`src/common/fp_format_pkg.sv`:
```
// ----------------------------------------
// IEEE 754 single-precision format
// Field widths, bias and the float and
// round-bit types used at the ports
// ----------------------------------------

package fp_format_pkg;

    // ----------------------------------------
    // Field widths
    // ----------------------------------------

    // Biased exponent field
    localparam int EXP_W = 8;
    // Stored significand, hidden bit excluded
    localparam int MANT_W = 23;
    // Significand with the hidden bit
    localparam int SIG_W = MANT_W + 1;

    // ----------------------------------------
    // Exponent constants
    // ----------------------------------------

    localparam int BIAS = 127;
    // All-ones exponent, reserved for infinity and NaN
    localparam int EXP_MAX = (1 << EXP_W) - 1;

    // ----------------------------------------
    // Types
    // ----------------------------------------

    // Packed float, sign in bit 31
    typedef struct packed {
        logic              sign;
        logic [EXP_W-1:0]  exponent;
        logic [MANT_W-1:0] significand;
    } float32_t;

    // Bits below the stored significand, kept for a later rounding unit
    typedef struct packed {
        logic guard;
        logic round;
        logic sticky;
    } round_bits_t;

endpackage : fp_format_pkg
```
`src/common/fpm_pipe_pkg.sv`:
```
// ----------------------------------------
// Multiplier pipeline types
// Working exponent, product width and
// the operand class encoding
// ----------------------------------------

package fpm_pipe_pkg;

    import fp_format_pkg::*;

    // ----------------------------------------
    // Widths
    // ----------------------------------------

    // Full significand product, two 24-bit factors
    localparam int PROD_W = 2 * SIG_W;

    // ----------------------------------------
    // Types
    // ----------------------------------------

    // Signed working exponent, two extra bits
    // Covers ea + eb - bias from -125 up to 381 plus the carry increment
    typedef logic signed [EXP_W+1:0] exp_work_t;

    // Raw product, binary point between bits 46 and 45
    typedef logic [PROD_W-1:0] product_t;

    // Operand classes, only CLASS_NORMAL is accepted as a valid operand
    typedef enum logic [2:0] {
        CLASS_NORMAL,
        CLASS_ZERO,
        CLASS_SUBNORMAL,
        CLASS_INFINITY,
        CLASS_NAN
    } operand_class_e;

endpackage : fpm_pipe_pkg

```
`src/common/fpm_stage_if.sv`:
```
// ----------------------------------------
// Stage-to-stage buses of the multiplier
// Stage 0 carries classified operands,
// stage 1 carries the raw product
// ----------------------------------------

`timescale 1ns/1ps

// ----------------------------------------
// Classify stage to product stage
// ----------------------------------------
interface fpm_stage0_if
    import fp_format_pkg::*;
    import fpm_pipe_pkg::*;
();

    // One item per cycle, no back-pressure
    logic             valid;
    logic             sign;
    // Either operand was not a normal number
    logic             invalid;
    // ea + eb - bias, before normalization
    exp_work_t        exponent;
    // Significands with the hidden bit set
    logic [SIG_W-1:0] multiplicand_sig;
    logic [SIG_W-1:0] multiplier_sig;

    modport source (
        output valid, sign, invalid, exponent, multiplicand_sig, multiplier_sig
    );

    modport sink (
        input valid, sign, invalid, exponent, multiplicand_sig, multiplier_sig
    );

endinterface : fpm_stage0_if

// ----------------------------------------
// Product stage to normalizer
// ----------------------------------------
interface fpm_stage1_if
    import fpm_pipe_pkg::*;
();

    logic      valid;
    logic      sign;
    logic      invalid;
    // Exponent still unadjusted for the product carry
    exp_work_t exponent;
    product_t  product;

    modport source (
        output valid, sign, invalid, exponent, product
    );

    modport sink (
        input valid, sign, invalid, exponent, product
    );

endinterface : fpm_stage1_if

```
`src/source/fpm_top.sv`:
```
// ----------------------------------------
// Pipelined single-precision multiplier
// Normal operands only, two-cycle latency,
// truncated result plus round bits
// ----------------------------------------

`timescale 1ns/1ps

module fpm_top
    import fp_format_pkg::*;
(
    input  logic        clk_i,
    input  logic        rst_n_i,

    // Operand pair, one per cycle
    input  float32_t    multiplicand_i,
    input  float32_t    multiplier_i,
    input  logic        data_valid_i,

    // Result, valid two cycles after the operands
    output float32_t    result_o,
    output logic        data_valid_o,

    // Exception flags
    output logic        invalid_op_o,
    output logic        inexact_o,
    output logic        overflow_o,
    output logic        underflow_o,

    // Guard, round and sticky for a later rounding step
    output round_bits_t round_bits_o
);

    // Stage buses
    fpm_stage0_if stage0_if ();
    fpm_stage1_if stage1_if ();

    // Stage 0, classification, sign and exponent sum
    fpm_classify_stage classify_inst (
        .clk_i          (clk_i),
        .rst_n_i        (rst_n_i),
        .multiplicand_i (multiplicand_i),
        .multiplier_i   (multiplier_i),
        .data_valid_i   (data_valid_i),
        .stage_o        (stage0_if.source)
    );

    // Stage 1, significand multiply
    fpm_product_stage product_inst (
        .clk_i   (clk_i),
        .rst_n_i (rst_n_i),
        .stage_i (stage0_if.sink),
        .stage_o (stage1_if.source)
    );

    // Output logic, normalize and flag
    fpm_normalize normalize_inst (
        .stage_i      (stage1_if.sink),
        .result_o     (result_o),
        .data_valid_o (data_valid_o),
        .invalid_op_o (invalid_op_o),
        .inexact_o    (inexact_o),
        .overflow_o   (overflow_o),
        .underflow_o  (underflow_o),
        .round_bits_o (round_bits_o)
    );

endmodule : fpm_top

```
`src/multiplier/fpm_normalize.sv`:
```
// ----------------------------------------
// Output normalizer
// Aligns the product, handles overflow and
// subnormal results, extracts round bits
// ----------------------------------------

`timescale 1ns/1ps

module fpm_normalize
    import fp_format_pkg::*;
    import fpm_pipe_pkg::*;
(
    fpm_stage1_if.sink  stage_i,
    output float32_t    result_o,
    output logic        data_valid_o,
    output logic        invalid_op_o,
    output logic        inexact_o,
    output logic        overflow_o,
    output logic        underflow_o,
    output round_bits_t round_bits_o
);

    // Product with the leading one moved to bit 47
    product_t   mant;
    // Exponent after the carry adjust
    exp_work_t  exp_norm;
    // Right shift a subnormal result would need
    exp_work_t  shift_full;
    logic [4:0] shift_amt;
    // Aligned product plus room for bits shifted past the tail
    logic [PROD_W+SIG_W+1:0] aligned;

    // ----------------------------------------
    // Normalization
    // ----------------------------------------

    // Carry into bit 47 means the value is 2.x, bump the exponent
    assign mant = stage_i.product[PROD_W-1] ? stage_i.product
                                            : {stage_i.product[PROD_W-2:0], 1'b0};
    assign exp_norm = stage_i.product[PROD_W-1] ? stage_i.exponent + exp_work_t'(1)
                                                : stage_i.exponent;

    assign shift_full = exp_work_t'(1) - exp_norm;

    // Beyond SIG_W + 2 places the hidden bit is already inside the sticky range
    always_comb begin
        if (exp_norm > exp_work_t'(0)) begin
            shift_amt = '0;
        end else if (shift_full > exp_work_t'(SIG_W + 2)) begin
            shift_amt = 5'(SIG_W + 2);
        end else begin
            shift_amt = shift_full[4:0];
        end
    end

    assign aligned = {mant, {(SIG_W + 2){1'b0}}} >> shift_amt;

    // ----------------------------------------
    // Result fields and flags
    // ----------------------------------------

    always_comb begin
        result_o.sign        = stage_i.sign;
        result_o.significand = aligned[PROD_W+SIG_W -: MANT_W];
        result_o.exponent    = exp_norm[EXP_W-1:0];
        overflow_o           = 1'b0;
        underflow_o          = 1'b0;

        if (exp_norm >= EXP_MAX) begin
            // Too large, saturate to infinity
            result_o.exponent    = '1;
            result_o.significand = '0;
            overflow_o           = 1'b1;
        end else if (exp_norm <= 0) begin
            // Subnormal encoding, fraction already shifted
            result_o.exponent = '0;
            // No fraction bits left at all
            underflow_o = (shift_full >= SIG_W);
        end

        if (stage_i.valid) begin
            assert (!(overflow_o && underflow_o))
            else $error("fpm_normalize: overflow and underflow both set");
        end
    end

    // Bits just below the stored significand, the rest folds into sticky
    assign round_bits_o.guard  = aligned[PROD_W+1];
    assign round_bits_o.round  = aligned[PROD_W];
    assign round_bits_o.sticky = |aligned[PROD_W-1:0];

    assign inexact_o    = |round_bits_o;
    assign invalid_op_o = stage_i.invalid;
    assign data_valid_o = stage_i.valid;

endmodule : fpm_normalize

```
`src/multiplier/fpm_product_stage.sv`:
```
// ----------------------------------------
// Significand product stage
// One 24 x 24 multiply, registered with
// the sign, exponent and invalid flag
// ----------------------------------------

`timescale 1ns/1ps

module fpm_product_stage
    import fpm_pipe_pkg::*;
(
    input  logic clk_i,
    input  logic rst_n_i,
    fpm_stage0_if.sink   stage_i,
    fpm_stage1_if.source stage_o
);

    // ----------------------------------------
    // Multiply
    // ----------------------------------------

    // 1.x times 1.x lands in [1, 4)
    // so the product has its top one in bit 47 or bit 46
    product_t product;

    assign product = stage_i.multiplicand_sig * stage_i.multiplier_sig;

    // ----------------------------------------
    // Stage 1 register
    // ----------------------------------------

    always_ff @(posedge clk_i) begin
        if (!rst_n_i) begin
            stage_o.valid <= 1'b0;
        end else begin
            stage_o.valid <= stage_i.valid;
        end
    end

    // Side fields travel alongside the product unchanged
    always_ff @(posedge clk_i) begin
        stage_o.product  <= product;
        stage_o.sign     <= stage_i.sign;
        stage_o.invalid  <= stage_i.invalid;
        stage_o.exponent <= stage_i.exponent;
    end

    // ----------------------------------------
    // Checks
    // ----------------------------------------

    // Normal operands from the classifier always give a normalizable product
    product_msb_a: assert property (@(posedge clk_i) disable iff (!rst_n_i)
        (stage_o.valid && !stage_o.invalid)
        |-> (stage_o.product[PROD_W-1] || stage_o.product[PROD_W-2]));

endmodule : fpm_product_stage

```
`src/multiplier/fpm_classify_stage.sv`:
```
// ----------------------------------------
// Operand classification stage
// Flags non-normal operands, forms sign,
// exponent sum and significands
// ----------------------------------------

`timescale 1ns/1ps

module fpm_classify_stage
    import fp_format_pkg::*;
    import fpm_pipe_pkg::*;
(
    input  logic     clk_i,
    input  logic     rst_n_i,
    input  float32_t multiplicand_i,
    input  float32_t multiplier_i,
    input  logic     data_valid_i,
    fpm_stage0_if.source stage_o
);

    // Exponent field decides first and the significand splits the pairs
    function automatic operand_class_e classify(input float32_t op);
        operand_class_e cls;
        if (op.exponent == '1) begin
            if (op.significand == '0) begin
                cls = CLASS_INFINITY;
            end else begin
                cls = CLASS_NAN;
            end
        end else if (op.exponent == '0) begin
            if (op.significand == '0) begin
                cls = CLASS_ZERO;
            end else begin
                cls = CLASS_SUBNORMAL;
            end
        end else begin
            cls = CLASS_NORMAL;
        end
        return cls;
    endfunction

    // ----------------------------------------
    // Combinational front end
    // ----------------------------------------

    operand_class_e mcand_class;
    operand_class_e mplier_class;
    logic           invalid;
    exp_work_t      exp_sum;

    assign mcand_class  = classify(multiplicand_i);
    assign mplier_class = classify(multiplier_i);

    // Anything but two normals is rejected
    assign invalid = (mcand_class != CLASS_NORMAL) || (mplier_class != CLASS_NORMAL);

    // Both biases are in the sum so one is removed
    assign exp_sum = exp_work_t'({2'b00, multiplicand_i.exponent})
                   + exp_work_t'({2'b00, multiplier_i.exponent})
                   - exp_work_t'(BIAS);

    // ----------------------------------------
    // Stage 0 register
    // ----------------------------------------

    always_ff @(posedge clk_i) begin
        if (!rst_n_i) begin
            stage_o.valid <= 1'b0;
        end else begin
            stage_o.valid <= data_valid_i;
        end
    end

    // Hidden bit forced on since only normals are meaningful
    always_ff @(posedge clk_i) begin
        stage_o.sign             <= multiplicand_i.sign ^ multiplier_i.sign;
        stage_o.invalid          <= invalid;
        stage_o.exponent         <= exp_sum;
        stage_o.multiplicand_sig <= {1'b1, multiplicand_i.significand};
        stage_o.multiplier_sig   <= {1'b1, multiplier_i.significand};
    end

    // Valid never goes unknown once reset has been seen
    valid_known_a: assert property (@(posedge clk_i) disable iff (!rst_n_i)
        !$isunknown(stage_o.valid));

endmodule : fpm_classify_stage

```
`config.mk`:
```
export PLATFORM = sky130hd
export DESIGN_NAME = fpm_top
export DESIGN_NICKNAME = d
export VERILOG_FILES = /design/src/common/fp_format_pkg.sv /design/src/common/fpm_pipe_pkg.sv /design/src/common/fpm_stage_if.sv /design/src/source/fpm_top.sv /design/src/multiplier/fpm_normalize.sv /design/src/multiplier/fpm_product_stage.sv /design/src/multiplier/fpm_classify_stage.sv
export SDC_FILE = /design/constraint.sdc
export NUM_CORES = 2
export LEC_CHECK = 0
export ABC_AREA = 1
export BUFFER_PORTS_ARGS = -buffer_cell sky130_fd_sc_hd__buf_2
export CAP_MARGIN = 20
export CORE_MARGIN = 2
export CORE_UTILIZATION = 50
export DETAILED_ROUTE_END_ITERATION = 10
export GPL_TIMING_DRIVEN = 0
export HOLD_SLACK_MARGIN = 0.03
export PLACE_DENSITY = 0.75
export SLEW_MARGIN = 0
export SYNTH_ARGS = -nofsm -noshare
export SYNTH_HDL_FRONTEND = slang
export SYNTH_SLANG_ARGS = --single-unit
```
`constraint.sdc`:
```
create_clock -name clk_i -period 6.25 [get_ports clk_i]
set_input_delay 1.25 -clock clk_i [delete_from_list [all_inputs] [get_ports clk_i]]
set_output_delay 1.25 -clock clk_i [all_outputs]
set_load 0.02 [all_outputs]
```
# After elaboration in Yosys (flattened, before gate mapping)
# Cells that the tools add are included.
[classes] addsub=4 mul=1 order_cmp=5 eq_ne=2 n_shift=1 n_mux=18 n_bitwise=1 reduce_logical=9
[ops] cell="$shr A74 B5 Y73" n=1
[ops] cell="$reduce_or A50 Y1" n=1
[ops] cell="$mul A24 B24 Y48" n=1
[ops] cell="$mux W48" n=1
[ops] cell="$reduce_or A48 Y1" n=1
[ops] cell="$logic_not A23 Y1" n=2
[ops] cell="$mux W23" n=1
[ops] cell="$eq A8 B8 Y1 const B" n=2
[ops] cell="$logic_not A8 Y1" n=2
[ops] cell="$mux W8" n=2
[ops] cell="$mux W3" n=4
[ops] cell="$add A10 B2 Y10 const B" n=1
[ops] cell="$ge A10 B6 Y1 const B" n=1
[ops] cell="$ge A10 B9 Y1 const B" n=1
[ops] cell="$gt A10 B1 Y1 const B" n=1
[ops] cell="$gt A10 B6 Y1 const B" n=1
[ops] cell="$le A10 B1 Y1 const B" n=1
[ops] cell="$mux W10" n=1
[ops] cell="$mux W5" n=2
[ops] cell="$sub A10 B8 Y10 const B" n=1
[ops] cell="$sub A2 B10 Y10 const A" n=1
[ops] cell="$add A8 B8 Y9" n=1
[ops] cell="$mux W2" n=4
[ops] cell="$reduce_bool A3 Y1" n=2
[ops] cell="3 further kinds" n=5
[totals] regBits=120 in_bits=67 elab_cells=52

# Longest topological paths before layout
[logic_depth] depth_word=8 depth_mapped=33

# Cells and area by module
# Synthesis repeated with hierarchy kept, for this count alone.
[unflattened] cells_unflattened=4280 area_unflattened_um2=28832.7
[modules_own_cells] module="fpm_product_stage" instances=1 cells_each=2939 area_each_um2=21727.1 seq_area_each_um2=1221.2
[modules_own_cells] module="fpm_normalize" instances=1 cells_each=1182 area_each_um2=5326.4 seq_area_each_um2=0.0
[modules_own_cells] module="fpm_classify_stage" instances=1 cells_each=159 area_each_um2=1779.2 seq_area_each_um2=1181.1

# Worst setup path before layout
# Ideal clock, no wire load.
[synth_timing] path_type="reg2reg" startpoint="register classify_inst.stage_o.multiplicand_sig[21]" endpoint="register product_inst.stage_o.product[44]" arrival_ns=6.549 setup_slack_ns=-0.371 stages_incl_launch_ff=31 path_cell_list="dfxtp_1 -> clkbuf_1 -> nand2_1 -> fa_1 -> inv_1 -> fa_1 -> inv_1 -> fa_1 -> fa_1 -> inv_1 -> fa_1 -> fa_1 -> inv_1 -> fa_1 -> inv_1 -> ha_1 -> nand2_1 -> nor2_1 -> inv_1 -> nor3_1 -> inv_1 -> o221ai_1 -> a21oi_1 -> o31ai_1 -> a21oi_1 -> o31ai_1 -> nand3_1 -> nand2_1 -> nand2_1 -> nand2_1 -> xor2_1"
[synth_between] elab_chain_cells=1
[synth_lines] element="start: declaration" line="fpm_stage_if.sv:29" source="output valid, sign, invalid, exponent, multiplicand_sig, multiplier_sig"
[synth_lines] element="start signal: assignment" line="fpm_classify_stage.sv:79" source="stage_o.multiplicand_sig <= {1'b1, multiplicand_i.significand};"
[synth_lines] element="$mul A24 B24 Y48" line="fpm_product_stage.sv:26" source="assign product = stage_i.multiplicand_sig * stage_i.multiplier_sig;"
[synth_lines] element="net product_inst.product[44]" line="fpm_product_stage.sv:24" source="product_t product;"
[synth_lines] element="end: declaration" line="fpm_stage_if.sv:53" source="output valid, sign, invalid, exponent, product"
# The timed path passes the listed nets, and every way through them passes these cells.
# A chain may end at the register's enable or synchronous reset.

# Final worst setup path
[layout_timing] startpoint="register classify_inst.stage_o.multiplicand_sig[13]" endpoint="register product_inst.stage_o.product[44]"
# Same word-level chain as after synthesis.

==> run_results.csv <==
group,metric,value,unit
placed_design,portBuffers,106,
logic_synthesis,synth_area_leaders,"fa_1, inv_1, nand2_1",
sta,fin_skew,0.0136,ns
drt,routedWlPerCell,19.2,um
cts,cts.path.max_buffers,2,
worst_setup_path,cp-endpoint,"product_inst.stage_o.product[44]",
worst_setup_path,rr_endpoint,"product_inst.stage_o.product[44]",
worst_setup_path,worstSetupPathType,"reg2reg",
logic_synthesis,synth-edff-count,0,
die,pin_count,107,
logic_synthesis,yosysTopAreaCellShare,0.377,
grt,grt_pass1_vias,23600,
die,core-area,50400,sq um
grt,gr-total-overflow,0,
worst_setup_path,cp_slowest_stage_delay,0.58,ns
drt,drt_iter0_markers,2257,
sta,worst_hold_slack,0.327,ns
logic_synthesis,synth_most_common_cell,"inv_1",
cts,clock_latency,0.48,ns
sta,tns,-4.57,ns
die,die_area,53100,sq um
logic_synthesis,syn-instance-count,3450,
hold_path,holdCritStartpoint,"classify_inst.stage_o.invalid",
hold_path,min_path_type,"reg2reg",
worst_setup_path,critPathSlowestCell,"fa_1",
sta,period_needed,6.76,ns
sta,grt_setup_unrepaired,"yes",
logic_synthesis,syn_area_per_cell,7.43,sq um
drt,first_pass_iters,6,
placed_design,routabilityCongestion,0.995,
grt,grt_pass1_wl,130000,um
logic_synthesis,syn-num-nets,4185,
cts,tritoncts,"built",
cts,numCtsBuffers,17,
sta,slew_violations,0,
logic_synthesis,synth_cell_types,50,
worst_setup_path,arrival,7.16,ns
worst_setup_path,cp.depth,30,
drt,num_vias,23200,
drt,drc_errors,0,
placed_design,post-place-cells,4228,
worst_setup_path,crit_top_cell,"fa_1",
cts,path_clk_slew,0.07,ns
die,die_w,230,um
logic_synthesis,synth_warnings,0,
drt,via_per_inst,5.27,
finish,final_cells,4410,
cts,cts_root_buf,"clkbuf_16",
grt,antenna_found_initial,1,
die,row_count,82,
sta,fmax,148,MHz
cts,ctsHtreeMaxLevel,4,
worst_setup_path,cp_num_buf_inv,8,
logic_synthesis,synthArstFlopShare,0,
outcome,status,"complete, but fails checks",
die,start_util,0.509,
worst_setup_path,crit_path_max_fanout,5,
worst_setup_path,required,6.66,ns
sta,fin_crit_sh,1.08,
grt,grt_max_degree,17,
finish,drive_above_1_share,0.176,
cts,cts.sinks,120,
job,cap_viol_max_count,0,
sta,timing.final.ws_setup,-0.508,ns
sta,hold_violations,0,
logic_synthesis,synth_top_area_cell,"fa_1",
sta,max-slew-margin-rel,0.493,
logic_synthesis,seq_area_frac_synth,0.0937,
logic_synthesis,synthesis.area,25600,sq um
finish,antennaDiodeCount,0,
grt,track_usage,0.322,
logic_synthesis,yosys-top-cells-count,"inv_1, nand2_1, fa_1, ha_1, nand3_1",
worst_setup_path,worstSetupEndpointType,"flop",
worst_setup_path,rr_worst_depth,30,
placed_design,dpl.hpwl,63000,um
worst_setup_path,crit_start,"classify_inst.stage_o.multiplicand_sig[13]",
worst_setup_path,cp_top_family,"adder cells",
worst_setup_path,r2r-start,"classify_inst.stage_o.multiplicand_sig[13]",
worst_setup_path,rrSetupSlack,-0.51,ns
sta,setup_viol,18,
sta,tightest_slew,0.761,ns
placed_design,dp_slack,-1.52,ns
finish,syn2layout_area_growth,21.2,%
outcome,failed_checks,"negative setup slack",
logic_synthesis,yosys_most_used_dff,"dfxtp_1",
finish,nets,4460,
logic_synthesis,ys_ff_latch,120,
drt,ant_nets,0,
drt,wirelength,84700,um
cts,cts.hold.buffers_added,0,
die,die-height,230,um
worst_setup_path,start_kind,"flop",
[cell type report]
| cell class | count | area [sq um] |
|---|---|---|
| flip-flops and latches | 120 | 2570 |
| clock inverters | 15 | 199 |
| fillers | 4226 | 19300 |
| repair buffers | 256 | 1800 |
| multi-input cells | 2206 | 19700 |
| inverters | 983 | 3690 |
| clock buffers | 17 | 425 |
| plain buffers | 141 | 1880 |
| well taps | 672 | 841 |
[cell families after synthesis]
logic type	count (synthesis)	share of synthesized area
buffers and inverters	1124	0.168
XOR/XNOR	61	0.0211
flip-flops	120	0.0937
AND/OR/NAND/NOR	1241	0.199
multiplexers	1	0.000390
AO/OA/AOI/OAI	235	0.0498
adder cells (fa/ha/maj)	668	0.467
[registers in the layout, summed over array words and instances (netlist names)]
name,cells
classify_inst.stage_o.multiplicand_sig,23
product_inst.stage_o.valid,1
product_inst.stage_o.product,48
classify_inst.stage_o.exponent,10
classify_inst.stage_o.invalid,1
product_inst.stage_o.exponent,10
product_inst.stage_o.sign,1
classify_inst.stage_o.valid,1
product_inst.stage_o.invalid,1
classify_inst.stage_o.multiplier_sig,23
classify_inst.stage_o.sign,1
[metrics by stage]
| step | instance area (sq um) | util |
|---|---|---|
| 3_5_place_dp | 27400 | 0.544 |
| 2_1_floorplan | 26100 | - |
| 6_report | 31100 | 0.617 |
| 3_3_place_gp | 27400 | 0.544 |
| 4_1_cts | 30500 | 0.605 |
| 5_1_grt | 31100 | 0.617 |
[worst min path at each step]
stage,endpoint,slack (ns),depth (start not counted)
6_report,product_inst.stage_o.invalid,0.33,0
5_1_grt,product_inst.stage_o.invalid,0.34,0
4_1_cts,product_inst.stage_o.sign,0.33,0
3_5_place_dp,product_inst.stage_o.exponent[0],0.31,0
3_3_place_gp,product_inst.stage_o.sign,0.31,0
2_1_floorplan,product_inst.stage_o.exponent[0],0.31,0
[placed cells by master (no fill, tap or decap), drive strengths merged, types with 7 or more instances in the layout]
cell / n
o21ai: 117
buf: 304
ha: 185
nor2: 105
xor2: 41
nand2: 921
nand3b: 7
nand4: 17
nor3: 15
a31oi: 8
xnor2: 20
a21oi: 88
fa: 483
clkbuf: 110
inv: 993
nand3: 168
dfxtp: 120
[repair_timing]
item	CTS	global route
endpoints found under the hold margin	0	0
gates resized for setup	362	100
setup endpoints to repair	32	20
setup buffers	115	41
cloned	1	2
pin swaps	94	77
[routing by layer]
metal	wire length, um	track usage
met5	13	0
met4	5760	0.175
met3	9220	0.0797
met2	38300	0.524
met1	31400	0.395
Power is not shown: default switching activity piles up to over one toggle a cycle in this logic, so the estimate is an artifact.
